==> src/source/cache_defs.svh <==
`ifndef CACHE_DEFS_SVH
`define CACHE_DEFS_SVH

// cache geometry
`define CACHE_SETS  16
`define CACHE_WAYS  2
`define BLOCK_WORDS 4

// address split: tag | index | byte offset
`define OFFSET_W 4
`define INDEX_W  4
`define TAG_W    24

// block payload and its byte write mask
`define BLOCK_BITS  128
`define BLOCK_BYTES 16

`endif

==> src/source/data_array.sv <==
`timescale 1ns/1ps
`include "cache_defs.svh"

module data_array (
    input  logic                                    clk_i,
    input  logic                                    req_i,
    input  logic [`INDEX_W-1:0]                     addr_i,
    input  logic                                    way_sel_i,
    input  logic                                    we_i,
    input  logic [`BLOCK_BYTES-1:0]                 byte_mask_i,
    input  logic [`BLOCK_BITS-1:0]                  wdata_i,
    output logic [`CACHE_WAYS-1:0][`BLOCK_BITS-1:0] rdata_o
);

    logic [`BLOCK_BITS-1:0] mem_q [`CACHE_WAYS][`CACHE_SETS];

    always_ff @(posedge clk_i) begin
        if (req_i && we_i) begin
            // byte lanes of the selected way only
            for (int b = 0; b < `BLOCK_BYTES; b++) begin
                if (byte_mask_i[b]) begin
                    mem_q[way_sel_i][addr_i][b*8 +: 8] <= wdata_i[b*8 +: 8];
                end
            end
        end else if (req_i) begin
            // both ways read, the controller picks after the compare
            for (int w = 0; w < `CACHE_WAYS; w++) begin
                rdata_o[w] <= mem_q[w][addr_i];
            end
        end
    end

endmodule

==> config.mk <==
export PLATFORM = sky130hd
export DESIGN_NAME = data_array
export DESIGN_NICKNAME = d
export VERILOG_FILES = /design/src/source/data_array.sv
export VERILOG_INCLUDE_DIRS = /design/src /design/src/source
export SDC_FILE = /design/constraint.sdc
export NUM_CORES = 2
export LEC_CHECK = 0
export BUFFER_PORTS_ARGS = -buffer_cell sky130_fd_sc_hd__buf_2
export CORE_MARGIN = 4
export CORE_UTILIZATION = 35
export DETAILED_ROUTE_END_ITERATION = 12
export PLACE_DENSITY = 0.57
export SLEW_MARGIN = 10
export SYNTH_ARGS = -nofsm -noshare
export SYNTH_HDL_FRONTEND = slang
export SYNTH_SLANG_ARGS = --single-unit
export TNS_END_PERCENT = 20
==> constraint.sdc <==
create_clock -name clk_i -period 13.2 [get_ports clk_i]
set_clock_uncertainty 0.1 [all_clocks]
set_input_delay 1.32 -clock clk_i [delete_from_list [all_inputs] [get_ports clk_i]]
set_output_delay 1.32 -clock clk_i [all_outputs]
set_load 0.03 [all_outputs]
==> impl_metrics.ini <==
[outcome]
status = completed

[logic_synthesis]
syn_area_per_cell_um2 = 22.8
ys_ff_latch = 4352
synth_area_leaders = edfxtp_1 80%, mux4_2 14%, a22oi_1 2.4%
ys_types = 14
synth_seq_area_share_pct = 80.2
syn-cell-area_mm2 = 0.163
yosysWarnings = 0
synthCells = 7147
synth_top_area_share_pct = 80.2
syn_nets = 7299
yosys.area.top_type = edfxtp_1

[power]
p_clk_share_pct = 42.1
pwr-share-comb_pct = 4.4
power_frac_seq_pct = 53.5
power.density_mw_per_mm2 = 155
p_int_mw = 22.5
p_leak_nw = 57.2
switching_share_pct = 21.4
fin_total_pwr_mw = 28.7
ir_worst_vdd_v = 0.000119
switchingPower_mw = 6.15

[clock_network]
clk_pin_slew_worst_paths_ns = 0.07
clk_latency_ns = 0.98
clock_sinks = 4352
h-tree-depth = 5
clockRootBuffer = clkbuf_16
cts_hold_buf = 0
cts_buffer_depth = 4
cts_buffers = 437
tritoncts = yes
post_cts_resized = 0
cts_setup_buffers = 0

[cells_and_area]
nets = 7788
fill_cells = 40700
final_util_pct = 40.0
area_growth_pct = 13.8
final_cells = 14200
drive_above_1_share_pct = 26.7
seqCellArea_mm2 = 0.131
multi_input_area_mm2 = 0.0303
final_cell_area_mm2 = 0.185

[global_route]
antenna_found_initial = 66
grt_usage_pct = 17.0
gr-total-overflow = 0
grt_pass1_wl_um = 589000
grt_max_degree = 150
grt_pass1_vias = 77900

[critical_path]
end_kind = flip-flop
cp_num_cells = 8
critPathKind = in2reg
crit_fanout = 73
worstSetupStartpointType = input port
cp.buffers_inverters = 5
cpLargestDelayFamily = buffers and inverters
cp_cell_sequence = buf_12, buf_4, buf_4, buf_4, buf_4, mux4_2, a22oi_1, nand2_1
critical_path.max_stage_delay_ns = 0.88
worstPathArrival_ns = 6.21
reg2reg_depth = 3
required_ns = 13.82
path_common_cell = buf_4
crit_path_top_delay_cell = buf_4
rrSetupSlack_ns = 11.27

[timing]
clock.fmax_mhz = 179
finalSetupViolCount = 0
hold_slack_ns = 0.614
hold_violations = 0
max-slew-margin-rel_pct = 21.7
finalMaxSlewViolations = 0
worst_pin_slew_ns = 1.17
rsz0062_at_grt = false
fin_crit_sh_pct = 42.4
tns_ns = 0
min_period_ns = 5.59
setup_slack_ns = 7.61

[floorplan]
start_util_pct = 35.1
core_area_mm2 = 0.464
rows = 250
die_w_um = 690
die_height_um = 690
dieArea_mm2 = 0.476
ioPinCount = 408

[route]
vias_per_cell = 5.30
vias = 75300
antenna_left = 0
drc = 0
drt-initial-drc-count = 8749
wl_per_cell_um = 29.1
routed_wl_um = 414000
first_pass_iters = 6

[placement]
placedCellCount = 13400
post-dp-hpwl_um = 243000
placed_area_mm2 = 0.171
portBuffers = 407
place_congestion = 0.747
dpl_worst_slack_ns = 6.46

[worst_hold_path]
whs_path_depth = 3
hp-class = reg2reg

[job]
cap_viol_max_count = 0
==> Yosys cell counts <==
library cell	count
edfxtp_1	4352
mux4_2	1024
nor2_1	514
a22oi_1	512
nand2_1	268
clkbuf_1	249
buf_2	74
buf_1	49
buf_6	41
nand3_1	36
buf_4	20
nor2b_1	5
and2_1	2
and2b_1	1
==> cells by family (layout without fill, tap and decap cells) <==
group / count (synthesis) / in the layout / share of synthesized area, %
AND/OR/NAND/NOR: 826 / 826 / 1.94
multiplexers: 1024 / 1024 / 14.2
buffers and inverters: 433 / 1295 / 1.29
AO/OA/AOI/OAI: 512 / 512 / 2.36
flip-flops: 4352 / 4352 / 80.2
other: 0 / 23 / 0
==> cell type report <==
cell class                 instances  area share (%)
clock inverter                   282            1.40
timing repair buffer             483            1.48
tap                             6174            4.17
multi-input combinational       2362            16.3
antenna                           23          0.0310
sequential                      4352            70.5
clock buffer                     530            6.12
==> tightest hold or removal path, delay by kind of cell, from the launching register on <==
family | cells | cell delay, ns
AO/OA/AOI/OAI | 1 | 0.06
flip-flops | 1 | 0.31
AND/OR/NAND/NOR | 1 | 0.06
multiplexers | 1 | 0.22
==> state kept, by name, summed over array words and instances, names as in the netlist <==
signal and cells:
mem_q 4096, rdata_o 256
==> power groups by stage <==
stage	clock (mW)	combinational [mW]	sequential (mW)
floorplan	0	0.643	15.7
detailed placement	0	1.28	15.6
global route	12.9	1.35	15.3
finish	12.1	1.26	15.4
global placement	0	1.26	15.6
CTS	12.3	1.28	15.4
==> placed cells by master (no fill, tap or decap), types with 77 or more instances in the layout <==
cell,n
nor2_1,513
clkbuf_16,440
buf_2,404
a22oi_1,512
clkinv_1,115
clkinv_2,77
edfxtp_1,4352
mux4_2,1024
nand2_1,256
clkbuf_1,90
==> path summary, 6_finish.rpt <==
check                       to           start
hold / removal     rdata_o[66]  mem_q[0][1218]
setup reg to reg  rdata_o[242]  mem_q[1][1650]
hold reg to reg    rdata_o[66]  mem_q[0][1218]
setup / recovery  rdata_o[156]       addr_i[0]
==> layer usage <==
layer,share of wire [%],track usage (%),routed length (um)
met5,0.037,0,155
met4,2.7,4.60,11300
met3,7.1,3.15,29200
met2,49,27.9,204000
met1,41,23.3,170000
Note: power is estimated with default switching activity, not from simulation.
