## config.mk

```make
export PLATFORM = sky130hd
export DESIGN_NAME = tag_state_array
export DESIGN_NICKNAME = d
export VERILOG_FILES = /design/src/source/cache_store_pkg.sv /design/src/source/tag_state_array.sv
export VERILOG_INCLUDE_DIRS = /design/src /design/src/source
export SDC_FILE = /design/constraint.sdc
export NUM_CORES = 1
export LEC_CHECK = 0
export ABC_AREA = 1
export BUFFER_PORTS_ARGS = -buffer_cell sky130_fd_sc_hd__clkbuf_2
export CAP_MARGIN = 20
export CORE_UTILIZATION = 55
export CTS_CLUSTER_SIZE = 16
export DETAILED_ROUTE_END_ITERATION = 7
export PLACE_DENSITY = 0.7
export SLEW_MARGIN = 20
export SYNTH_ARGS = -nofsm -noshare
export SYNTH_HDL_FRONTEND = slang
export SYNTH_SLANG_ARGS = --single-unit
```

## constraint.sdc

```tcl
create_clock -name clk_i -period 6.4 [get_ports clk_i]
set_input_delay 0.96 -clock clk_i [delete_from_list [all_inputs] [get_ports clk_i]]
set_output_delay 0.96 -clock clk_i [all_outputs]
set_load 0.03 [all_outputs]
```

## src/source/cache_defs.svh

```systemverilog
`ifndef CACHE_DEFS_SVH
`define CACHE_DEFS_SVH

// cache geometry
`define CACHE_SETS  16
`define CACHE_WAYS  2
`define BLOCK_WORDS 4

// address split: tag | index | byte offset
`define OFFSET_W 4
`define INDEX_W  4
`define TAG_W    24

// block payload and its byte write mask
`define BLOCK_BITS  128
`define BLOCK_BYTES 16

`endif

```

## src/source/cache_store_pkg.sv

```systemverilog
package cache_store_pkg;

    // per-way state held in the tag/state array
    typedef enum logic [1:0] {
        st_invalid,
        st_clean,
        st_dirty
    } block_state_e;

    // core-side controller FSM
    typedef enum logic [2:0] {
        cs_idle,
        cs_lookup,
        cs_evict,
        cs_fetch,
        cs_wait_fill
    } ctrl_state_e;

endpackage

```

## src/source/tag_state_array.sv

```systemverilog
`timescale 1ns/1ps
`include "cache_defs.svh"

module tag_state_array import cache_store_pkg::*; (
    input  logic                                 clk_i,
    input  logic                                 nreset_i,
    input  logic                                 req_i,
    input  logic [`INDEX_W-1:0]                  addr_i,
    input  logic                                 we_i,
    input  logic [`CACHE_WAYS-1:0]               way_mask_i,
    input  logic [`TAG_W-1:0]                    tag_i,
    input  block_state_e                         state_i,
    output logic [`CACHE_WAYS-1:0][`TAG_W-1:0]  tag_o,
    output block_state_e [`CACHE_WAYS-1:0]       state_o,
    output logic                                 sweep_done_o
);

    logic [`TAG_W-1:0] tag_q [`CACHE_WAYS][`CACHE_SETS];
    block_state_e state_q [`CACHE_WAYS][`CACHE_SETS];
    logic [`INDEX_W:0] sweep_cnt_r;

    assign sweep_done_o = sweep_cnt_r == (`INDEX_W+1)'(`CACHE_SETS);

    always_ff @(posedge clk_i) begin
        if (nreset_i) begin
            sweep_cnt_r <= '0;
        end else if (!sweep_done_o) begin
            sweep_cnt_r <= sweep_cnt_r + 1'b1;
        end
    end

    // sweep owns the array until every set is invalid
    always_ff @(posedge clk_i) begin
        if (!sweep_done_o) begin
            for (int w = 0; w < `CACHE_WAYS; w++) begin
                state_q[w][sweep_cnt_r[`INDEX_W-1:0]] <= st_invalid;
            end
        end else if (req_i && we_i) begin
            for (int w = 0; w < `CACHE_WAYS; w++) begin
                if (way_mask_i[w]) begin
                    tag_q[w][addr_i]   <= tag_i;
                    state_q[w][addr_i] <= state_i;
                end
            end
        end else if (req_i) begin
            // outputs only move on a granted read
            for (int w = 0; w < `CACHE_WAYS; w++) begin
                tag_o[w]   <= tag_q[w][addr_i];
                state_o[w] <= state_q[w][addr_i];
            end
        end
    end

    // peers must stay off the port during the sweep
    a_no_write_in_sweep: assert property (@(posedge clk_i) disable iff (nreset_i)
        !sweep_done_o |-> !(req_i && we_i));

endmodule

```

==> metrics <==
hold-fix buffers at CTS 0; die boundary width 262 um; final non-filler cell area 41000 um2; Clock Tree Buf Depth 3; sequential-to-total area share from yosys stat 0.719; most frequent cells in the layout nand2_1, edfxtp_1, inv_1; # clock sinks 889; global route total overflow 0; Worst-Skew Late Latency around 0.64 ns; total CTS buffers 88; Slew HR 0.255; die height between 200 and 300 um; detailed-route via count 23900; largest net degree at the start of global routing 166; leakage 17.0 nW; final hold vios 0; Clock transition at path regs around 0.06 ns; Crit path required time 6.90 ns; final-report max-slew violation count 0; CP Class primary input to register; clock root cell clkbuf_16; commonest non-fill, non-tap cell in the layout nand2_1; Arrival @ worst endpoint 3.80 ns; IO Count 89; Seq cells post-synth 889; antenna violations before repair 3; critical path startpoint category primary input; part of the power in registers 0.540; Core Region 66200 um2; num rows 94; synthesized area 37100 um2; CTS tree yes; internal power approximately 9.3 mW; Cell variety after synth 25; post-DR vias/cell approximately 5.3; hold slack 0.530 ns; H-tree depth 3; synth warn 0; Net Sw Frac 0.216; worst slew pin tran 1.12 ns; final net count ~3600; Resize count post-CTS 0; Peak VDD IR 0.261 mV; Initial DRT Pass Iterations 6; initial core utilization 0.560; area delta synth->final 10.5%; WL/cell 19.3 um; max cap viols 0; RSZ-0062 raised after global routing false; DIE AREA 68500 um2; DP HPWL about 45000 um; Antenna Nets Post-Route 0; minimum clock period 3.29 ns; clk_skew roughly 0.014 ns; IO buf count 88; status finished clean; placed cell area around 38000 um2; Synth Area per Inst 10.4 um2; Clock power frac 0.409; postcts setup bufs 0; HP Class register to register; critical path endpoint category register; CP Max Fanout 94; Setup TNS 0 ns; net load switching power 2.57 mW; drt drc 0; vias in the first global route between 20000 and 25000; first-pass GRT wire length 132000 um; share of layout cells above drive strength 1 0.0756; Logic pwr share 0.052; syn nets 3591; Syn Inst Count 3551; final cycle utilization of the critical path 0.515; Detailed Route WL around 88000 um; Max Fclk roughly 0.30 GHz; Tot GR Track Use 0.260; # setup viols final 0; RePlAce Congestion just under 0.9; PD cells between 200 and 300 nW/um2; initial DRC count 2306
[cells in the mapped netlist (all sizes together)]
| master | count | area share |
|---|---|---|
| nor3 | 4 | 0.00054 |
| dfxtp | 5 | 0.0027 |
| clkbuf | 31 | 0.0031 |
| xor2 | 1 | 0.00024 |
| ha | 4 | 0.0013 |
| nand3 | 11 | 0.0018 |
| a21oi | 4 | 0.00054 |
| nor2 | 41 | 0.0047 |
| o21bai | 1 | 0.00020 |
| o21ai | 17 | 0.0023 |
| inv | 130 | 0.013 |
| nand2 | 2266 | 0.23 |
| xnor2 | 1 | 0.00024 |
| o22ai | 15 | 0.0025 |
| edfxtp | 884 | 0.72 |
| buf | 136 | 0.021 |
[critical path, stage by stage]
cell,delay (ns)
buf_8,0.45
buf_4,0.84
buf_4,0.85
nand2_1,0.15
nand2_1,0.12
nand2_1,0.05
nand2_1,0.08
nand2_1,0.05
nand2_1,0.10
inv_1,0.04
nand2_1,0.06
[final cells by class]
type	instances	area [um2]
tap	864	1080
timing repair buffer	120	795
multi-input combinational	2365	9260
clock buffer	118	2420
clock inverter	40	258
inverter	130	503
sequential	889	26600
fill	5218	25300
antenna	2	5.00
[layer usage]
metal	track usage	wire length, um	share of wire
met5	0	13	0.00015
met3	0.0416	6080	0.069
met1	0.356	36900	0.42
met4	0.0799	2360	0.027
met2	0.431	42100	0.48
[cells by family after synthesis]
family	synth area share
buf+inv	0.0375
fa+ha+maj	0.00135
compound gates	0.00557
simple gates	0.237
flops	0.719
xor+xnor	0.000472
[sequential cells by signal, indices dropped and copies added (netlist names)]
name         flops
sweep_cnt_r      5
tag_o           48
state_o          4
state_q         64
tag_q          768
[per-stage QoR]
step,setup slack [ns],util,power (mW),cells
2_1_floorplan,2.60,-,6.93,3551
4_1_cts,3.01,0.618,11.9,4523
3_3_place_gp,2.39,0.577,7.14,4364
5_1_grt,2.78,0.619,12.2,4527
6_report,3.11,0.619,11.9,4528
3_5_place_dp,2.35,0.577,7.15,4365
[path summary, 6_finish.rpt]
| path | from | to | slack, ns | depth (start not counted) |
|---|---|---|---|---|
| worst max-delay path | addr_i[0] | tag_o[9] | 3.11 | 11 |
| worst min-delay path | sweep_cnt_r[0] | sweep_cnt_r[0] | 0.53 | 2 |
| worst max register to register | sweep_cnt_r[0] | tag_q[0][80] | 3.38 | 6 |
| worst min register to register | sweep_cnt_r[0] | sweep_cnt_r[0] | 0.53 | 2 |
[power groups by stage]
stage          logic, mW  clock network, mW  registers, mW
4_1_cts            0.612               4.90           6.42
5_1_grt            0.689               5.10           6.42
2_1_floorplan      0.392                  0           6.54
3_3_place_gp       0.600                  0           6.54
6_report           0.613               4.86           6.42
3_5_place_dp       0.608                  0           6.54
(Power assumes the default switching activity.)
