<file path="config.mk">
export PLATFORM = sky130hd
export DESIGN_NAME = tag_array_arbiter
export DESIGN_NICKNAME = d
export VERILOG_FILES = /design/src/source/cache_store_pkg.sv /design/src/source/tag_array_arbiter.sv
export VERILOG_INCLUDE_DIRS = /design/src /design/src/source
export SDC_FILE = /design/constraint.sdc
export NUM_CORES = 1
export LEC_CHECK = 0
export BUFFER_PORTS_ARGS = -buffer_cell sky130_fd_sc_hd__buf_2
export CAP_MARGIN = 15
export CORE_AREA = 2 2 49 51
export DETAILED_ROUTE_END_ITERATION = 12
export DIE_AREA = 0 0 51 53
export GPL_ROUTABILITY_DRIVEN = 1
export PLACE_DENSITY = 0.81
export SLEW_MARGIN = 20
export SYNTH_ARGS = -nofsm -noshare
export SYNTH_HDL_FRONTEND = slang
export SYNTH_SLANG_ARGS = --single-unit
</file>
<file path="constraint.sdc">
create_clock -name vclk -period 1
set_input_delay 0.2 -clock vclk [all_inputs]
set_output_delay 0.2 -clock vclk [all_outputs]
set_load 0.02 [all_outputs]
</file>
<file path="src/source/cache_defs.svh">
`ifndef CACHE_DEFS_SVH
`define CACHE_DEFS_SVH

// cache geometry
`define CACHE_SETS  16
`define CACHE_WAYS  2
`define BLOCK_WORDS 4

// address split: tag | index | byte offset
`define OFFSET_W 4
`define INDEX_W  4
`define TAG_W    24

// block payload and its byte write mask
`define BLOCK_BITS  128
`define BLOCK_BYTES 16

`endif

</file>
<file path="src/source/cache_store_pkg.sv">
package cache_store_pkg;

    // per-way state held in the tag/state array
    typedef enum logic [1:0] {
        st_invalid,
        st_clean,
        st_dirty
    } block_state_e;

    // core-side controller FSM
    typedef enum logic [2:0] {
        cs_idle,
        cs_lookup,
        cs_evict,
        cs_fetch,
        cs_wait_fill
    } ctrl_state_e;

endpackage

</file>
<file path="src/source/tag_array_arbiter.sv">
`timescale 1ns/1ps
`include "cache_defs.svh"

module tag_array_arbiter import cache_store_pkg::*; (
    input  logic                   ctl_req_i,
    input  logic [`INDEX_W-1:0]    ctl_addr_i,
    input  logic                   ctl_we_i,
    input  logic [`CACHE_WAYS-1:0] ctl_way_mask_i,
    input  logic [`TAG_W-1:0]      ctl_tag_i,
    input  block_state_e           ctl_state_i,
    input  logic                   snp_req_i,
    input  logic [`INDEX_W-1:0]    snp_addr_i,
    input  logic                   snp_we_i,
    input  logic [`CACHE_WAYS-1:0] snp_way_mask_i,
    input  logic [`TAG_W-1:0]      snp_tag_i,
    input  block_state_e           snp_state_i,
    output logic                   ctl_gnt_o,
    output logic                   snp_gnt_o,
    output logic                   req_o,
    output logic [`INDEX_W-1:0]    addr_o,
    output logic                   we_o,
    output logic [`CACHE_WAYS-1:0] way_mask_o,
    output logic [`TAG_W-1:0]      tag_o,
    output block_state_e           state_o
);

    // controller always wins, snoop takes idle cycles
    assign ctl_gnt_o = ctl_req_i;
    assign snp_gnt_o = snp_req_i && !ctl_req_i;

    assign req_o      = ctl_req_i || snp_req_i;
    assign addr_o     = ctl_req_i ? ctl_addr_i : snp_addr_i;
    assign we_o       = ctl_req_i ? ctl_we_i : snp_we_i;
    assign way_mask_o = ctl_req_i ? ctl_way_mask_i : snp_way_mask_i;
    assign tag_o      = ctl_req_i ? ctl_tag_i : snp_tag_i;
    assign state_o    = ctl_req_i ? ctl_state_i : snp_state_i;

    always_comb begin
        a_one_grant: assert (!(ctl_gnt_o && snp_gnt_o));
    end

endmodule

</file>
==> results of run 1 <==
cells by family after synthesis:
family / Yosys count / synth area share, %
mux: 33 / 83.9
simple gates: 2 / 2.20
buf+inv: 5 / 13.9
routing by layer:
layer	global-route usage, %	share of wire, %	vias up
li1	-	-	363
met1	17.0	32	348
met2	35.7	61	46
met3	1.13	5.6	2
met4	4.05	0.97	0
met5	0	0	-
layout make-up:
| type | count | area [µm²] | share of cell area, % |
|---|---|---|---|
| tap | 28 | 35.0 | 2.40 |
| timing repair buffer | 111 | 913 | 62.6 |
| multi-input combinational | 35 | 510 | 35.0 |
cells in the final DEF (no fill, tap or decap), drive strengths merged:
cell type,instances
buf,111
mux2,33
nor2b,1
or2,1
worst max path at each step:
stage,startpoint,slack (ps),depth (start not counted),endpoint
6_report,ctl_req_i,-120,4,addr_o[0]
5_1_grt,ctl_req_i,-130,4,tag_o[12]
4_1_cts,ctl_req_i,-120,4,tag_o[6]
3_5_place_dp,ctl_req_i,-230,4,tag_o[22]
3_3_place_gp,ctl_req_i,-210,4,tag_o[23]
2_1_floorplan,ctl_req_i,5,3,addr_o[0]
metrics by stage:
stage	hold WS [ps]	util (%)	setup TNS, ps
after global routing	705	67.9	-4050
after detailed placement	732	50.0	-6710
final	698	67.9	-3550
after floorplan	513	-	0
after global placement	719	50.0	-6210
after CTS	697	67.9	-3640
what timing repair did:
| item | 4_1_cts | 5_1_grt |
|---|---|---|
| resized for setup | 85 | 0 |
| pin swaps | 1 | 0 |
| setup buffers | 1 | 0 |
| gates cloned | 4 | 0 |
| endpoints found under the setup margin | 34 | 34 |
power by group through the flow:
| stage | sequential (µW) | clock [µW] | combinational (µW) |
|---|---|---|---|
| floorplan | 0 | 0 | 394 |
| global placement | 0 | 0 | 593 |
| detailed placement | 0 | 0 | 608 |
| CTS | 0 | 0 | 847 |
| global route | 0 | 0 | 889 |
| finish | 0 | 0 | 849 |
synth_stat cells:
cell type,number
mux2_4,28
buf_6,1
mux2_2,5
buf_12,3
buf_4,1
or2_2,1
nor2b_1,1
worst min-delay path, cell delays in order:
cell and delay, ps:
buf_2 90, or2_4 110, buf_6 100
==> flow_summary.ini, run 1 <==
[hold_path]
hold_path.class = input pin to output port
min_from = snp_req_i
whs_path_depth = 3
holdPathEnd = req_o

[logic_synthesis]
ys_types = 7
yosysTopAreaCellShare_pct = 74.0
yosys-top-cells-area = mux2_4, buf_12, mux2_2
synthesis.area_um2 = 568
synth_nets = 108
netlist_instances = 40
synth-seq-area-share_pct = 0
syn_area_per_cell_um2 = 14.2
yosys_warnings = 0
synth_top_area_cell = mux2_4

[setup_path]
path_cells = buf_16 > buf_16 > mux2_4 > buf_6
timing.critical_path.buf_inv = 3
cp_common_cell = buf_16
crit_path_start_kind = input pin
crit_slowest_cell = mux2_4
cp-end-kind = output port
cp_max_fo = 6
cp_data_arrival_time_ps = 920
path_delay_family = buffers and inverters
cp_slowest_stage_delay_ps = 300
crit_type = input pin to output port
cp_data_required_time_ps = 800

[drt]
routed_wl_um = 2480
avgRoutedWirePerCell_um = 14.2
vias = 759
drt-initial-drc-count = 1
viasPerCell = 4.36
dr.pass1.iters = 3
drtAntennaViolNets = 0
drc_errors = 0

[finish]
seq_cells = 0
n_clock_buffer = 0
n_fill_cell = 166
diodes = 0
drive_gt1_share_pct = 99.3
final_cell_count_no_fill = 174
syn2layout_area_growth_pct = 157
finalInstanceArea_mm2 = 0.00146
nets = 216
ff_latch_area_um2 = 0

[global_route]
grt_max_degree = 8
overflow = 0
grt_pass1_vias = 792
antenna_found_initial = 0
grt_use_total_pct = 16.7
grt_pass1_wl_um = 3440

[cts]
cts_hold_buf = 0

[pwr]
p_switching_uw = 330
combPwrFrac_pct = 100.0
clkPwrFrac_pct = 0
switching_share_pct = 38.8
leakage_uw = 0.000841
post-layout-total-power_uw = 849
intPower_uw = 519
powerDensity_mw_per_mm2 = 582
seqPwrFrac_pct = 0
ir_drop_v = 0.000336

[floorplan]
die_y_um = 53
dieWidth_um = 51
pin_count = 104
rows = 17
initial_core_util_pct = 26.4
die_area_mm2 = 0.00270
fp.coreArea_mm2 = 0.00215

[sta]
max_slew_margin_pct = 92.8
max_freq_mhz = 892
setup_violations = 34
post-route-period-util_pct = 112
fin_crit_ps = 1120
rsz0062_at_grt = true
tightest_slew_ps = 109
fin_ws_ps = -120
hold_violations = 0
slew_violations = 0

[outcome]
status = finished with violations
violations = negative setup slack

[place]
dp_cells = 169
dpl_cell_area_mm2 = 0.00107
numPortBuffers = 104
place_congestion = 0.602
preCtsSetupSlack_ps = -228

[run]
maxCapViolCount = 0
(Power assumes the default switching activity.)
==> run 2: changes to the inputs <==
BUFFER_PORTS_ARGS = default   (was -buffer_cell sky130_fd_sc_hd__buf_2)
CORE_AREA = 2 2 41 43   (was 2 2 49 51)
DIE_AREA = 0 0 43 45   (was 0 0 51 53)
DONT_BUFFER_PORTS = 1   (was default)
MAX_ROUTING_LAYER = met4   (was default)
PLACE_DENSITY = 0.53   (was 0.81)
==> flow_summary.ini, run 2 (synthesis gave the netlist of run 1 again) <==
[drt]
viasPerCell = 6.71
avgRoutedWirePerCell_um = 34.0
vias = 349
drtAntennaViolNets = 0
routed_wl_um = 1770
dr.pass1.iters = 1
drt-initial-drc-count = 0
drc_errors = 0

[hold_path]
hold_path.class = input pin to output port
whs_path_depth = 0

[finish]
n_clock_buffer = 0
drive_gt1_share_pct = 97.2
syn2layout_area_growth_pct = -8.59
final_cell_mix = mux2_4, mux2_2, nor2b_1, or2_4, buf_4
ff_latch_area_um2 = 0
seq_cells = 0
final_common_cell = mux2_4
n_fill_cell = 151
nets = 106
diodes = 0

[pwr]
leakage_uw = 0.000260
ir_drop_v = 0.000202
powerDensity_mw_per_mm2 = 671

[setup_path]
crit_slowest_cell = mux2_2
path_cells = mux2_2
path_delay_family = multiplexers
cp_data_arrival_time_ps = 580
critical_path_depth = 1
timing.critical_path.buf_inv = 0
cp_data_required_time_ps = 800
cp_max_fo = 36
cp_slowest_stage_delay_ps = 380
crit_type = input pin to output port
crit_path_start_kind = input pin
cp-end-kind = output port

[global_route]
antenna_found_initial = 0
overflow = 0
grt_use_total_pct = 16.5
grt_max_degree = 37
grt_pass1_vias = 383
grt_pass1_wl_um = 2330

[floorplan]
initial_core_util_pct = 38.6
rows = 14
dieWidth_um = 43
die_area_mm2 = 0.00194
fp.coreArea_mm2 = 0.00147
pin_count = 104
die_y_um = 45

[sta]
rsz0062_at_grt = false
fin_ws_ps = 219
hold_violations = 0
tightest_slew_ps = 131
slew_violations = 0
setup_violations = 0
tns_ps = 0
max_freq_mhz = 1280
fin_crit_ps = 781
max_slew_margin_pct = 91.3
post-route-period-util_pct = 78.1

[cts]
cts_hold_buf = 0
cts_setup_buffers = 0
cts_resized = 0

[place]
numPortBuffers = 0
preCtsSetupSlack_ps = 222
place_congestion = 0.691

[outcome]
status = finished, final reports clean

[run]
maxCapViolCount = 0
-- run 2: cell types whose count changed in the layout (fill, tap and decap cells not counted) --
cell	before	now
buf_16	5	0
mux2_2	0	5
mux2_4	33	28
buf_12	2	0
buf_6	34	0
buf_2	69	0
-- run 2: worst paths after layout --
check      start            end  slack (ps)
max    ctl_req_i  way_mask_o[1]         220
min    ctl_req_i      ctl_gnt_o         400
-- run 2: stage by stage --
step	std cells	power, µW	hold WS, ps	area (µm²)	utilization (%)
after global placement	52	350	401	519	35.3
after global routing	52	358	400	519	35.3
after CTS	52	354	401	519	35.3
final	52	349	401	519	35.3
after floorplan	40	394	513	574	-
after detailed placement	52	353	401	519	35.3
-- run 2: layout make-up --
class / count / area [µm²] / area share [%]
Multi-Input combinational cell: 35 / 492 / 94.7
Tap cell: 16 / 20.0 / 3.86
Timing Repair Buffer: 1 / 7.51 / 1.45
-- run 2: power breakdown --
part | leakage (µW) | switching (µW) | internal (µW)
combinational | 0.000260 | 185 | 163
clock | 0 | 0 | 0
sequential | 0 | 0 | 0
-- run 2: per-layer routing --
metal | share of wire [%] | vias up | GRT usage, % | wire length (µm)
met5 | 0 | - | - | 0
met4 | 0 | 0 | 0 | 0
met3 | 14 | 0 | 2.80 | 243
met2 | 59 | 61 | 37.0 | 1040
met1 | 27 | 148 | 14.9 | 483
li1 | - | 140 | - | -
