<file path="config.mk">
export PLATFORM = sky130hd
export DESIGN_NAME = cache_controller
export DESIGN_NICKNAME = d
export VERILOG_FILES = /design/src/source/cache_store_pkg.sv /design/src/source/cache_bus_pkg.sv /design/src/source/cache_controller.sv
export VERILOG_INCLUDE_DIRS = /design/src /design/src/source
export SDC_FILE = /design/constraint.sdc
export NUM_CORES = 1
export LEC_CHECK = 0
export BUFFER_PORTS_ARGS = -buffer_cell sky130_fd_sc_hd__buf_2
export CAP_MARGIN = 25
export CORE_AREA = 2 2 343 345
export DETAILED_ROUTE_END_ITERATION = 12
export DIE_AREA = 0 0 345 347
export PLACE_DENSITY_LB_ADDON = 0.2
export SLEW_MARGIN = 20
export SYNTH_ARGS = -nofsm -noshare
export SYNTH_HDL_FRONTEND = slang
export SYNTH_SLANG_ARGS = --single-unit
</file>
<file path="constraint.sdc">
create_clock -name clk_i -period 31.2 [get_ports clk_i]
set_input_delay 6.24 -clock clk_i [delete_from_list [all_inputs] [get_ports clk_i]]
set_output_delay 6.24 -clock clk_i [all_outputs]
set_load 0.02 [all_outputs]
</file>
<file path="src/source/cache_defs.svh">
`ifndef CACHE_DEFS_SVH
`define CACHE_DEFS_SVH

// cache geometry
`define CACHE_SETS  16
`define CACHE_WAYS  2
`define BLOCK_WORDS 4

// address split: tag | index | byte offset
`define OFFSET_W 4
`define INDEX_W  4
`define TAG_W    24

// block payload and its byte write mask
`define BLOCK_BITS  128
`define BLOCK_BYTES 16

`endif

</file>
<file path="src/source/cache_store_pkg.sv">
package cache_store_pkg;

    // per-way state held in the tag/state array
    typedef enum logic [1:0] {
        st_invalid,
        st_clean,
        st_dirty
    } block_state_e;

    // core-side controller FSM
    typedef enum logic [2:0] {
        cs_idle,
        cs_lookup,
        cs_evict,
        cs_fetch,
        cs_wait_fill
    } ctrl_state_e;

endpackage

</file>
<file path="src/source/cache_bus_pkg.sv">
`include "cache_defs.svh"

package cache_bus_pkg;

    // one request carries a whole block
    typedef enum logic {
        op_read_block,
        op_write_back
    } bus_op_e;

    typedef logic [31:0] bus_addr_t;
    typedef logic [`BLOCK_BITS-1:0] bus_block_t;

endpackage

</file>
<file path="src/source/cache_controller.sv">
`timescale 1ns/1ps
`include "cache_defs.svh"

module cache_controller import cache_store_pkg::*, cache_bus_pkg::*; (
    input  logic                                    clk_i,
    input  logic                                    nreset_i,
    input  logic                                    cc_valid_i,
    output logic                                    cc_ready_o,
    input  logic                                    cc_we_i,
    input  logic [3:0]                              cc_be_i,
    input  logic [31:0]                             cc_addr_i,
    input  logic [31:0]                             cc_wdata_i,
    output logic                                    cc_valid_o,
    output logic [31:0]                             cc_rdata_o,
    output logic                                    cb_valid_o,
    input  logic                                    cb_ready_i,
    output bus_op_e                                 cb_op_o,
    output bus_addr_t                               cb_addr_o,
    output bus_block_t                              cb_wdata_o,
    input  logic                                    cb_resp_valid_i,
    input  bus_block_t                              cb_resp_data_i,
    output logic                                    ctl_req_o,
    output logic [`INDEX_W-1:0]                     ctl_addr_o,
    output logic                                    ctl_we_o,
    output logic [`CACHE_WAYS-1:0]                  ctl_way_mask_o,
    output logic [`TAG_W-1:0]                       ctl_tag_o,
    output block_state_e                            ctl_state_o,
    input  logic                                    ctl_gnt_i,
    input  logic [`CACHE_WAYS-1:0][`TAG_W-1:0]     tag_i,
    input  block_state_e [`CACHE_WAYS-1:0]          state_i,
    input  logic                                    sweep_done_i,
    output logic                                    da_req_o,
    output logic [`INDEX_W-1:0]                     da_addr_o,
    output logic                                    da_way_sel_o,
    output logic                                    da_we_o,
    output logic [`BLOCK_BYTES-1:0]                 da_byte_mask_o,
    output logic [`BLOCK_BITS-1:0]                  da_wdata_o,
    input  logic [`CACHE_WAYS-1:0][`BLOCK_BITS-1:0] da_rdata_i
);

    ctrl_state_e state_r, state_n;
    logic we_r;
    logic [3:0] be_r;
    logic [31:0] addr_r, wdata_r, fill_word_r, hit_word;
    logic [`CACHE_SETS-1:0] lru_r;
    logic way_r, fill_done_r;
    logic [`TAG_W-1:0] victim_tag_r, tag_r;
    block_state_e victim_state_r;
    bus_block_t victim_data_r, fill_block;
    logic [`CACHE_WAYS-1:0] hit;
    logic hit_any, hit_way, victim_way, accept, fill, lookup, hit_write;
    logic [`INDEX_W-1:0] idx_r;
    logic [1:0] word_sel;
    logic [`BLOCK_BYTES-1:0] wmask;

    assign idx_r     = addr_r[`OFFSET_W +: `INDEX_W];
    assign tag_r     = addr_r[31 -: `TAG_W];
    assign word_sel  = addr_r[`OFFSET_W-1:2];
    assign wmask     = `BLOCK_BYTES'(be_r) << {word_sel, 2'b00};
    assign lookup    = state_r == cs_lookup;
    assign fill      = (state_r == cs_wait_fill) && cb_resp_valid_i;
    assign accept    = cc_valid_i && cc_ready_o;
    assign hit_write = lookup && hit_any && we_r;

    // compare against the set read on the accept edge
    always_comb begin
        for (int w = 0; w < `CACHE_WAYS; w++) begin
            hit[w] = (state_i[w] != st_invalid) && (tag_i[w] == tag_r);
        end
    end
    assign hit_any  = |hit;
    assign hit_way  = hit[1];
    assign hit_word = da_rdata_i[hit_way][word_sel*32 +: 32];

    // an empty way first, LRU only when the set is full
    assign victim_way = (state_i[0] == st_invalid) ? 1'b0 :
                        (state_i[1] == st_invalid) ? 1'b1 : lru_r[idx_r];

    // fill block with the pending write bytes merged in
    always_comb begin
        fill_block = cb_resp_data_i;
        for (int b = 0; b < `BLOCK_BYTES; b++) begin
            if (we_r && wmask[b]) begin
                fill_block[b*8 +: 8] = wdata_r[(b%4)*8 +: 8];
            end
        end
    end

    always_comb begin
        state_n = state_r;
        case (state_r)
            cs_idle: begin
                if (accept) begin
                    state_n = cs_lookup;
                end
            end
            cs_lookup: begin
                if (hit_any) begin
                    state_n = cs_idle;
                end else if (state_i[victim_way] == st_dirty) begin
                    state_n = cs_evict;
                end else begin
                    state_n = cs_fetch;
                end
            end
            cs_evict: begin
                if (cb_ready_i) begin
                    state_n = cs_fetch;
                end
            end
            cs_fetch: begin
                if (cb_ready_i) begin
                    state_n = cs_wait_fill;
                end
            end
            cs_wait_fill: begin
                if (cb_resp_valid_i) begin
                    state_n = cs_idle;
                end
            end
            default: state_n = cs_idle;
        endcase
    end

    always_ff @(posedge clk_i) begin
        if (nreset_i) begin
            state_r     <= cs_idle;
            lru_r       <= '0;
            fill_done_r <= 1'b0;
        end else begin
            state_r     <= state_n;
            fill_done_r <= fill;
            // lru bit names the way to evict next
            if (lookup && hit_any) begin
                lru_r[idx_r] <= ~hit_way;
            end else if (fill) begin
                lru_r[idx_r] <= ~way_r;
            end
        end
    end

    always_ff @(posedge clk_i) begin
        if (accept) begin
            we_r    <= cc_we_i;
            be_r    <= cc_be_i;
            addr_r  <= cc_addr_i;
            wdata_r <= cc_wdata_i;
        end
        if (lookup) begin
            way_r          <= victim_way;
            victim_tag_r   <= tag_i[victim_way];
            victim_state_r <= state_i[victim_way];
            victim_data_r  <= da_rdata_i[victim_way];
        end
        if (fill) begin
            fill_word_r <= fill_block[word_sel*32 +: 32];
        end
    end

    assign cc_ready_o = (state_r == cs_idle) && sweep_done_i && ctl_gnt_i;
    assign cc_valid_o = (lookup && hit_any) || fill_done_r;
    assign cc_rdata_o = (cc_valid_o && !we_r) ? (fill_done_r ? fill_word_r : hit_word) : '0;

    // bus request fields hold while the state waits for ready
    assign cb_valid_o = (state_r == cs_evict) || (state_r == cs_fetch);
    assign cb_op_o    = (state_r == cs_evict) ? op_write_back : op_read_block;
    assign cb_addr_o  = (state_r == cs_evict) ? {victim_tag_r, idx_r, `OFFSET_W'(0)} :
                                                {tag_r, idx_r, `OFFSET_W'(0)};
    assign cb_wdata_o = victim_data_r;

    // set read on accept, state update on a write hit or a fill
    assign ctl_req_o      = ((state_r == cs_idle) && cc_valid_i && sweep_done_i) || hit_write || fill;
    assign ctl_addr_o     = (state_r == cs_idle) ? cc_addr_i[`OFFSET_W +: `INDEX_W] : idx_r;
    assign ctl_we_o       = state_r != cs_idle;
    assign ctl_way_mask_o = lookup ? hit : {way_r, ~way_r};
    assign ctl_tag_o      = tag_r;
    assign ctl_state_o    = we_r ? st_dirty : st_clean;

    assign da_req_o       = accept || hit_write || fill;
    assign da_addr_o      = ctl_addr_o;
    assign da_way_sel_o   = lookup ? hit_way : way_r;
    assign da_we_o        = state_r != cs_idle;
    assign da_byte_mask_o = fill ? '1 : wmask;
    assign da_wdata_o     = fill ? fill_block : {`BLOCK_WORDS{wdata_r}};

    a_hit_onehot: assert property (@(posedge clk_i) disable iff (nreset_i)
        lookup |-> $onehot0(hit));

    a_lookup_once: assert property (@(posedge clk_i) disable iff (nreset_i)
        lookup |=> !lookup);

    a_wb_dirty: assert property (@(posedge clk_i) disable iff (nreset_i)
        cb_valid_o && (cb_op_o == op_write_back) |-> victim_state_r == st_dirty);

endmodule

</file>
==> metrics.yaml <==
status: "complete, no violations"
post_cts_buffers: 0
start_kind: "primary input"
grt_pass1_vias: 16200
synth-edff-count: 252
p_leak_nw: 10.4
path_class: "primary input to primary output"
tightest_slew_ps: 996
synth_area_mm2: 0.0180
fin_worst_skew_ps: 21.3
max_freq_mhz: 59.0
gp_congestion: 0.817
die_w_um: 345
synth-xor-area-share_pct: 2.34
insertion_delay_ps: 590
hpwl_um: 74200
setup_viol: 0
synthSimpleGateAreaFrac_pct: 7.60
htreeDepth: 2
cts_resized: 0
layout_min_cycle_time_ps: 16940
setup.worst_path.start: "tag_i[29]"
synth_flop_cell: "edfxtp_1"
grt_max_degree: 65
dieArea_mm2: 0.120
cts.path.max_buffers: 3
drt_first_iter_violations: 833
wl_um: 94700
crit_chain: "buf_2 -> xor2_1 -> nor4_1 -> and4_1 -> and2_4 -> buf_4 -> buf_4 -> mux2i_1 -> a2bb2oi_1 -> and4_1 -> buf_2"
fin_cells: 3833
grt_usage_pct: 15.1
hold_path_class: "register to register"
cts_root_buf: "clkbuf_16"
setup.worst_path.end_class: "primary output"
finalHoldViolations: 0
cts.sinks: 272
cts_tree: "yes"
endpoint: "cc_rdata_o[6]"
regArea_mm2: 0.00797
drc: 0
clk_pin_slew_ps: 60
die_h_um: 347
power_density_mw_per_mm2: 45.1
reg2reg_to: "cb_wdata_o[12]"
cp_data_required_time_ps: 24960
critical-path-max-stage-delay_ps: 780
grt_pass1_wl_um: 129000
filler_cell_count: 12800
gr-total-overflow: 0
core_area_mm2: 0.116
area_delta_synth_final_pct: 39.9
synth_compound_area_share_pct: 5.37
via_count: 15600
ys_seq_elements: 272
r2r_slack_ps: 26620
syn_avg_cell_area_um2: 12.5
row_count: 125
slowest_stage: "buf_4"
fin_nets: 2784
slew_headroom_pct: 33.4
antenna_found_initial: 26
drive_gt1_share_pct: 55.4
hold_buffers: 0
tns_ps: 0
synthArstFlopShare_pct: 0
peakVddDrop_v: 0.0000303
reg2reg_depth: 9
io_pins: 893
viasPerCell: 4.06
period_share_pct: 54.3
rsz0062_at_grt: "no"
start_util_pct: 15.5
multiInputGateArea_mm2: 0.00915
yosysWarnings: 0
arrival_ps: 10700
wl_per_cell_um: 24.7
drv_cap: 0
ys_seq_area_share_pct: 44.3
portBuffers: 886
first_pass_iters: 5
ant_nets: 0
synth_mux_area_share_pct: 35.0
synth_top_family_by_area: "multiplexers"
ys_types: 51
cts_buffers: 41
synth_cells: 1441
slew_violations: 0
place_inst: 3752
synthAdderAreaFrac_pct: 0
cp_max_fo: 51
reg2reg_from: "addr_r[4]"
## layout by cell type, fill, tap and decap left out, drive strengths merged, types with 8 or more instances in the layout
cell and n:
buf 917, mux2 317, edfxtp 252, mux2i 192, nand2 113, nand3 51
inv 48, clkbuf 48, mux4 36, a22oi 35, and4 34, a2bb2oi 32
xor2 31, nor2 23, o21ai 21, dfxtp 20, a31oi 17, xnor2 17
clkinv 17, a211oi 12, nor4 9, diode 8, nor2b 8
## logic make-up after synthesis
kind of cell	Yosys count
DFF	272
and+or+nand+nor	266
muxes	545
buffers and inverters	178
AOI/OAI and AO/OA	131
other	1
xor gates and xnor gates	48
## routing by layer
layer / GRT usage (%) / up-vias / part of all wire, %
li1: - / 7199 / -
met1: 18.7 / 7707 / 42
met2: 26.0 / 528 / 49
met3: 3.69 / 108 / 5.9
met4: 3.89 / 18 / 2.2
met5: 0 / - / 0.12
## registers in the layout, summed over array words and instances, names as in the netlist
name	flops
cb_wdata_o	128
fill_word_r	32
wdata_r	32
addr_r	30
victim_tag_r	24
lru_r	16
be_r	4
state_r	3
fill_done_r	1
way_r	1
we_r	1
## worst max-delay path, delay by kind of cell
family          cells  cell delay [ps]
buf+inv             4             1810
simple gates        4             1670
xor+xnor            1              150
mux                 1              160
compound gates      1              530
## where the power goes
group,internal (mW),total [mW],switching [mW]
clock,0.273,0.468,0.195
combinational,0.0939,0.224,0.131
sequential,0.429,0.442,0.0132
## how the worst min path moves through the flow
stage              start         to  cells after the start
6_report       lru_r[10]  lru_r[10]                      2
5_1_grt        lru_r[13]  lru_r[13]                      2
4_1_cts        lru_r[10]  lru_r[10]                      2
3_5_place_dp   lru_r[10]  lru_r[10]                      2
3_3_place_gp   lru_r[14]  lru_r[14]                      2
2_1_floorplan  lru_r[10]  lru_r[10]                      2
## stage by stage
step	hold WS (ps)	util [%]	area, um2	power, mW	worst slack [ps]
6_report	520	21.7	25200	1.13	14260
5_1_grt	545	21.7	25200	1.18	13970
4_1_cts	521	21.7	25100	1.16	14210
3_5_place_dp	505	20.6	23900	0.677	14220
3_3_place_gp	503	20.6	23800	0.678	14200
2_1_floorplan	475	-	18000	0.578	16360
## cell usage after synthesis (all sizes together), types with 20 or more instances
master,count,area [um2]
a22oi,35,263
a2bb2oi,32,280
and4,34,298
buf,84,604
clkbuf,48,184
dfxtp,20,400
edfxtp,252,7570
inv,44,165
mux2,317,3570
mux2i,192,1920
mux4,36,811
nand2,113,424
nand3,51,255
nor2,23,86.3
o21ai,21,105
xor2,31,272
## cell type report
class                   instances  share of cell area (%)
multi-input cells             994                    36.4
flip-flops and latches        272                    31.7
repair buffers                917                    18.6
well taps                    1524                    7.58
clock buffers                  48                    4.18
clock inverters                24                   0.880
inverters                      46                   0.686
diodes                          8                  0.0796
(Power assumes the default switching activity.)
