`src/source/cache_defs.svh`:
```
`ifndef CACHE_DEFS_SVH
`define CACHE_DEFS_SVH

// cache geometry
`define CACHE_SETS  16
`define CACHE_WAYS  2
`define BLOCK_WORDS 4

// address split: tag | index | byte offset
`define OFFSET_W 4
`define INDEX_W  4
`define TAG_W    24

// block payload and its byte write mask
`define BLOCK_BITS  128
`define BLOCK_BYTES 16

`endif

```
`src/source/cache_store_pkg.sv`:
```
package cache_store_pkg;

    // per-way state held in the tag/state array
    typedef enum logic [1:0] {
        st_invalid,
        st_clean,
        st_dirty
    } block_state_e;

    // core-side controller FSM
    typedef enum logic [2:0] {
        cs_idle,
        cs_lookup,
        cs_evict,
        cs_fetch,
        cs_wait_fill
    } ctrl_state_e;

endpackage

```
`src/source/snoop_responder.sv`:
```
`timescale 1ns/1ps
`include "cache_defs.svh"

module snoop_responder import cache_store_pkg::*; (
    input  logic                                clk_i,
    input  logic                                nreset_i,
    input  logic                                snp_valid_i,
    output logic                                snp_ready_o,
    input  logic [31:0]                         snp_addr_i,
    input  logic                                snp_inv_i,
    output logic                                snp_resp_valid_o,
    output logic                                snp_hit_o,
    output block_state_e                        snp_state_o,
    output logic                                snp_ts_req_o,
    output logic [`INDEX_W-1:0]                 snp_ts_addr_o,
    output logic                                snp_ts_we_o,
    output logic [`CACHE_WAYS-1:0]              snp_ts_way_mask_o,
    output logic [`TAG_W-1:0]                   snp_ts_tag_o,
    output block_state_e                        snp_ts_state_o,
    input  logic                                snp_gnt_i,
    input  logic [`CACHE_WAYS-1:0][`TAG_W-1:0] tag_i,
    input  block_state_e [`CACHE_WAYS-1:0]      state_i
);

    logic [`TAG_W-1:0] tag_r;
    logic [`INDEX_W-1:0] index_r;
    logic inv_r, resp_r, wr_pend_r, busy, wr_req;
    logic [`CACHE_WAYS-1:0] hit, way_mask_r;

    always_comb begin
        for (int w = 0; w < `CACHE_WAYS; w++) begin
            hit[w] = (state_i[w] != st_invalid) && (tag_i[w] == tag_r);
        end
    end

    // one snoop at a time, an invalidate that loses the port retries
    assign busy   = resp_r || wr_pend_r;
    assign wr_req = (resp_r && inv_r && |hit) || wr_pend_r;

    assign snp_ts_req_o      = (snp_valid_i && !busy) || wr_req;
    assign snp_ts_addr_o     = busy ? index_r : snp_addr_i[`OFFSET_W +: `INDEX_W];
    assign snp_ts_we_o       = busy;
    assign snp_ts_way_mask_o = resp_r ? hit : way_mask_r;
    assign snp_ts_tag_o      = tag_r;
    assign snp_ts_state_o    = st_invalid;
    assign snp_ready_o       = snp_gnt_i && !busy;

    assign snp_resp_valid_o = resp_r;
    assign snp_hit_o        = resp_r && |hit;
    assign snp_state_o      = !resp_r ? st_invalid :
                              hit[1]  ? state_i[1] :
                              hit[0]  ? state_i[0] : st_invalid;

    always_ff @(posedge clk_i) begin
        if (nreset_i) begin
            resp_r    <= 1'b0;
            wr_pend_r <= 1'b0;
        end else begin
            resp_r    <= snp_valid_i && snp_ready_o;
            wr_pend_r <= wr_req && !snp_gnt_i;
        end
    end

    always_ff @(posedge clk_i) begin
        if (snp_valid_i && snp_ready_o) begin
            tag_r   <= snp_addr_i[31 -: `TAG_W];
            index_r <= snp_addr_i[`OFFSET_W +: `INDEX_W];
            inv_r   <= snp_inv_i;
        end
        if (resp_r) begin
            way_mask_r <= hit;
        end
    end

    a_resp_after_handshake: assert property (@(posedge clk_i) disable iff (nreset_i)
        snp_resp_valid_o |-> $past(snp_valid_i && snp_ready_o));

endmodule

```
`config.mk`:
```
export PLATFORM = sky130hd
export DESIGN_NAME = snoop_responder
export DESIGN_NICKNAME = d
export VERILOG_FILES = /design/src/source/cache_store_pkg.sv /design/src/source/snoop_responder.sv
export VERILOG_INCLUDE_DIRS = /design/src /design/src/source
export SDC_FILE = /design/constraint.sdc
export NUM_CORES = 1
export LEC_CHECK = 0
export ABC_AREA = 1
export CORE_MARGIN = 2
export CORE_UTILIZATION = 35
export CTS_CLUSTER_DIAMETER = 60
export CTS_CLUSTER_SIZE = 24
export DETAILED_ROUTE_END_ITERATION = 6
export DONT_BUFFER_PORTS = 1
export SYNTH_ARGS = -nofsm -noshare
export SYNTH_HDL_FRONTEND = slang
export SYNTH_SLANG_ARGS = --single-unit
```
`constraint.sdc`:
```
create_clock -name clk_i -period 5.9 [get_ports clk_i]
set_clock_uncertainty 0.05 [all_clocks]
set_input_delay 1.18 -clock clk_i [delete_from_list [all_inputs] [get_ports clk_i]]
set_output_delay 1.18 -clock clk_i [all_outputs]
set_load 0.005 [all_outputs]
```
==> results of run 1 <==
[per-layer routing]
metal / share of wire (%) / GRT usage [%] / routed length (µm) / up-vias
met5: 0 / 0 / 0 / -
met4: 2.0 / 6.68 / 131 / 0
met3: 9.9 / 7.14 / 652 / 10
met2: 46 / 27.8 / 3030 / 94
met1: 42 / 20.9 / 2770 / 894
li1: - / - / - / 1083
[metrics by stage]
| step | cells | worst slack [ns] | total power [W] |
|---|---|---|---|
| 6_report | 441 | 2.37 | 0.000571 |
| 5_1_grt | 441 | 2.27 | 0.000597 |
| 3_3_place_gp | 433 | 2.34 | 0.000362 |
| 3_5_place_dp | 433 | 2.34 | 0.000363 |
| 2_1_floorplan | 357 | 2.14 | 0.000343 |
| 4_1_cts | 441 | 2.35 | 0.000577 |
[where the power goes]
part | internal, W | switching (W) | leakage, nW
Clock | 0.000125 | 0.0000897 | 0.0528
Sequential | 0.000265 | 0.0000113 | 0.303
Combinational | 0.0000303 | 0.0000500 | 0.971
[registers in the layout (all words and copies together) (netlist names)]
register	count
snp_ts_tag_o	24
snp_resp_valid_o	1
wr_pend_r	1
index_r	4
inv_r	1
way_mask_r	2
[path summary, 6_finish.rpt]
kind,start,end,slack (ns),cells past startpoint
max,tag_i[13],snp_state_o[1],2.37,7
min,wr_pend_r,wr_pend_r,0.43,2
max reg2reg,snp_resp_valid_o,snp_ts_tag_o[12],3.44,4
min reg2reg,wr_pend_r,wr_pend_r,0.43,2
[cells in the mapped netlist (all sizes together)]
| cell type | number | area share [%] |
|---|---|---|
| nand2 | 140 | 23 |
| inv | 72 | 11 |
| nor2 | 43 | 7.2 |
| edfxtp | 29 | 37 |
| nand3 | 17 | 3.6 |
| xnor2 | 14 | 5.2 |
| nand4 | 10 | 2.6 |
| xor2 | 5 | 1.8 |
| dfxtp | 4 | 3.4 |
| o21ai | 4 | 0.84 |
| a21oi | 3 | 0.79 |
| clkinv | 3 | 0.47 |
| or2 | 3 | 0.79 |
| buf | 2 | 0.63 |
| nor3 | 2 | 0.42 |
| and2 | 1 | 0.26 |
| and3 | 1 | 0.26 |
| conb | 1 | 0.16 |
| nand3b | 1 | 0.32 |
| nor4 | 1 | 0.26 |
[area by class of cell]
| class | instances | area [µm²] |
|---|---|---|
| Sequential cell | 33 | 951 |
| Timing Repair Buffer | 1 | 7.51 |
| Multi-Input combinational cell | 247 | 1130 |
| Inverter | 75 | 282 |
| Clock inverter | 2 | 33.8 |
| Tap cell | 77 | 96.3 |
| Clock buffer | 6 | 72.6 |
| Fill cell | 682 | 3880 |
[kinds of logic (layout without fill, tap and decap cells)]
kind of cell	Yosys count	count (layout)	share of synthesized area, %
flops	33	33	40.1
compound gates	7	7	1.64
xor+xnor	19	19	7.02
simple gates	219	219	38.6
buf+inv	77	84	12.5
other cells	1	2	0.158
[worst register-to-register path, delay by kind of cell (launching register included)]
kind | cells | cell delay, ns
buf+inv | 2 | 0.74
flops | 1 | 0.38
simple gates | 2 | 0.96
==> key figures, run 1 <==
Drt
  • Post-route ant nets: 0
  • DRC: 0
  • Number of detailed-routing iterations run before antenna repair: 4
  • DR iter-0 viols: 111
  • Via count: 2081
  • Routed len/inst: 14.9 µm
  • Routed WL: 6.58 mm
  • Routed vias/inst: 4.72

Finish
  • Finished Core Util: 39.9%
  • Fraction of layout cells with a size suffix above 1: 6.87%
  • Most common cell after layout, fill and taps aside: nand2_1
  • N_diodes: 0
  • Final Net Count: 452
  • Most frequent cells in the layout: nand2_1, inv_1, nor2_1
  • Layout overhead on the synthesized area: 8.60%
  • Fin area: 2570 µm²

Worst setup path
  • Worst setup SP type: input pin
  • Worst Path Required: 4.67 ns
  • Number of buffers and inverters on the critical path: 0
  • Crit path max-delay family: simple AND/OR/NAND/NOR gates
  • Worst path cell trace: xnor2_1 -> nand2_1 -> nor2_1 -> nand3_1 -> nor2_1 -> nand3_1 -> o21ai_1
  • Crit path kind: input pin to output port
  • Crit. End Element: output port
  • CP max stage cell: xnor2_1
  • Worst Path Arrival: 2.30 ns
  • Worst path max stage delay: 0.30 ns
  • Max Fanout on Critical Path: 4

Global routing
  • Vias in the first global route: 1998
  • GRT overflow: 0
  • Gr usage total: 17.4%
  • First-pass GRT wire length: 9.67 mm
  • Largest net degree at the start of global routing: 22
  • Initial antenna violation count: 0

Power and ir drop
  • Max VDD drop: 0.112 mV
  • Static leakage: 1.33 nW
  • P per Cell Area: 222 nW/µm²

Floorplanning
  • Core footprint: 6460 µm²
  • Height of the die: 86.3 µm
  • Die area: 7450 µm²
  • I/O Pins: 128
  • Initial Utilization: 36.7%
  • Row Count: 29
  • Die Span X: 86.3 µm

CTS
  • CTS tree: done
  • Cts hold-fix bufs: 0
  • Clock Latency Late Sink: 0.29 ns
  • H-tree lvl count: 2
  • Root Buffer: clkbuf_8
  • Max clock buf depth: 2
  • TritonCTS buffer count: 5
  • Register clock-pin slew on the reported worst setup and hold paths: 0.07 ns
  • Post-CTS setup buffers: 0
  • Cts repair resizes: 0
  • Clock sink total: 33

Synth
  • Yosys cell types: 26
  • FF+latch count, synth: 33
  • Ys Warns: 0
  • Synthesized area: 2370 µm²
  • Mean post-synth cell area: 6.66 µm²
  • Mapped Cells: 356
  • Sequential-to-total area share from yosys stat: 40.1%

Status
  • Outcome: finished clean

Timing
  • Slew @ Worst Pin: 0.743 ns
  • RSZ-0062 raised after global routing: false
  • Final Hold Viols: 0
  • Setup TNS: 0 ns
  • Pins over their slew limit: 0
  • Period utilisation layout: 59.8%
  • Final setup violation count: 0
  • Fmax: 284 MHz
  • Worst rel slew slack: 50.2%
  • Worst hold margin: 0.428 ns
  • Min Tclk post-route: 3.53 ns

Worst hold path
  • Type of the tightest min-delay check: flip-flop to flip-flop

Placed design
  • Buffers on Ports: 0
  • Post-DP Area: 2470 µm²
  • GP Congestion: 0.846
  • Dpl hpwl: 5.64 mm

Job
  • Max Cap Viol: 0
(Power assumes the default switching activity.)
==> run 2, diff against run 1 <==
Settings changed: ABC_AREA 1 to 0.
Clock period 5.9 ns to 3.2 ns, I/O delays scaled along.
==> key figures, run 2 <==
Global routing
  • Vias in the first global route: 1231
  • Gr usage total: 15.2%
  • GRT overflow: 0
  • Largest net degree at the start of global routing: 31
  • Initial antenna violation count: 0
  • First-pass GRT wire length: 6.04 mm

Worst setup path
  • Worst Path Required: 2.51 ns
  • Worst Path Arrival: 2.00 ns
  • Crit path kind: flip-flop to output port
  • Worst setup SP type: flip-flop
  • Worst path max stage delay: 0.47 ns
  • Worst path cell trace: xnor2_1 -> nand3_1 -> nor3_1 -> nand4_1 -> o31ai_1
  • Crit. End Element: output port
  • Max Fanout on Critical Path: 4
  • CP max stage cell: edfxtp_1

CTS
  • TritonCTS buffer count: 5
  • Root Buffer: clkbuf_8
  • Register clock-pin slew on the reported worst setup and hold paths: 0.07 ns
  • Cts repair resizes: 0
  • Post-CTS setup buffers: 0
  • Clock Latency Late Sink: 0.28 ns
  • Clock sink total: 33
  • Cts hold-fix bufs: 0
  • H-tree lvl count: 2
  • Max clock buf depth: 2
  • CTS tree: done

Power and ir drop
  • Power Total: 0.000910 W
  • Pint: 0.000687 W
  • Power share of the clock group: 32.9%
  • Static leakage: 0.580 nW
  • Logic pwr share: 11.1%
  • Sw Pwr: 0.000223 W
  • Max VDD drop: 0.218 mV
  • Net Sw Frac: 24.5%
  • Reg power frac: 55.9%
  • P per Cell Area: 464 nW/µm²

Floorplanning
  • Height of the die: 75.7 µm
  • Row Count: 26
  • Initial Utilization: 35.7%
  • Die area: 5730 µm²
  • Core footprint: 5040 µm²
  • Die Span X: 75.7 µm
  • I/O Pins: 128

Finish
  • Number of fill cells: 492
  • Final Net Count: 241
  • Area occupied by registers: 951 µm²
  • Finished Core Util: 38.9%
  • Layout overhead on the synthesized area: 9.05%
  • Largest register FFs: 24
  • N_diodes: 0
  • Most frequent cells in the layout: xnor2_1, edfxtp_1, nand4_1
  • Most common cell after layout, fill and taps aside: xnor2_1
  • Multi-input combinational cell area: 813 µm²
  • Fraction of layout cells with a size suffix above 1: 10.5%

Timing
  • PnR worst setup slack: 0.513 ns
  • RSZ-0062 raised after global routing: false
  • Setup TNS: 0 ns
  • Final Hold Viols: 0
  • Fmax: 372 MHz
  • Final setup violation count: 0
  • Period utilisation layout: 84.0%
  • Min Tclk post-route: 2.69 ns
  • Pins over their slew limit: 0
  • Worst hold margin: 0.376 ns

Synth
  • FF+latch count, synth: 33
  • Synth top area cells: edfxtp_1, xnor2_1, nand4_1
  • Most common cell in the netlist: xnor2_1
  • Post-Synth XOR/XNOR Area: 23.4%
  • Ys Warns: 0
  • Mapped Cells: 146
  • Synth top area share: 48.4%
  • Commonest cells in the netlist: xnor2_1, edfxtp_1, nand4_1
  • Mean post-synth cell area: 12.3 µm²
  • Sequential-to-total area share from yosys stat: 52.9%
  • Simple-gate share of the synthesized area: 15.0%
  • Largest family of logic cells by synthesized area: XOR/XNOR gates
  • Adder-Cell Fraction of Synth Area: 0%
  • Post-synthesis compound-gate area fraction: 3.90%
  • Async SR Flop Fraction: 0%
  • Synth area leader: edfxtp_1
  • Primary FF master, synth: edfxtp_1
  • Yosys cell types: 25
  • Synthesized area: 1800 µm²
  • Mux contribution to synthesized area: 2.51%
  • Post-synth EDFFs: 29

Drt
  • Routed len/inst: 20.1 µm
  • Post-route ant nets: 0
  • Routed WL: 4.49 mm
  • Via count: 1176
  • Routed vias/inst: 5.27
  • Number of detailed-routing iterations run before antenna repair: 4
  • DRC: 0
  • DR iter-0 viols: 36

Status
  • Outcome: finished clean

Placed design
  • GP Congestion: 0.887
  • Pre-CTS setup slack: 0.631 ns
  • Dpl hpwl: 3.70 mm
  • Buffers on Ports: 0

Job
  • Max Cap Viol: 0

Worst hold path
  • Type of the tightest min-delay check: input pin to flip-flop
[run 2: layout make-up]
cell class              instances  share of cell area, %
flip-flops and latches         33                   48.5
multi-input cells             106                   41.5
well taps                      70                   4.47
clock buffers                   6                   3.70
inverters                       5                  0.957
clock inverters                 2                  0.511
repair buffers                  1                  0.383
[run 2: final timing paths]
| path | startpoint | to | slack (ns) | cells past startpoint |
|---|---|---|---|---|
| setup / recovery | snp_ts_tag_o[13] | snp_state_o[0] | 0.51 | 5 |
| hold / removal | nreset_i | wr_pend_r | 0.38 | 1 |
| setup reg to reg | snp_ts_tag_o[19] | wr_pend_r | 1.36 | 5 |
| hold reg to reg | way_mask_r[1] | way_mask_r[1] | 0.47 | 2 |
[run 2: kinds of logic (layout without fill, tap and decap cells)]
logic type,count (synthesis),after routing
AOI/OAI and AO/OA,9,9
xor gates and xnor gates,48,48
buffers and inverters,8,14
DFF,33,33
muxes,4,4
other,1,2
and+or+nand+nor,43,43
[run 2: critical path, delay by kind of cell (launching register included)]
kind	cells	cell delay, ns
flops	1	0.47
xor+xnor	1	0.25
simple gates	3	0.62
compound gates	1	0.39
[run 2: stage by stage]
stage	cells	cell area, µm²
2_1_floorplan	147	1800
3_3_place_gp	215	1880
3_5_place_dp	215	1880
4_1_cts	223	1960
5_1_grt	223	1960
6_report	223	1960
[run 2: power by group through the flow]
stage / sequential [W] / clock (W) / combinational [W]
after floorplan: 0.000513 / 0 / 0.0000842
after global placement: 0.000518 / 0 / 0.0000992
after detailed placement: 0.000519 / 0 / 0.000101
after CTS: 0.000510 / 0.000311 / 0.000102
after global routing: 0.000512 / 0.000328 / 0.000110
final: 0.000509 / 0.000300 / 0.000101
[run 2: layer usage]
layer	track usage (%)	part of all wire, %	wire [µm]
met5	0	0	0
met4	6.82	1.5	66
met3	7.80	9.3	418
met2	27.4	55	2470
met1	14.3	34	1540
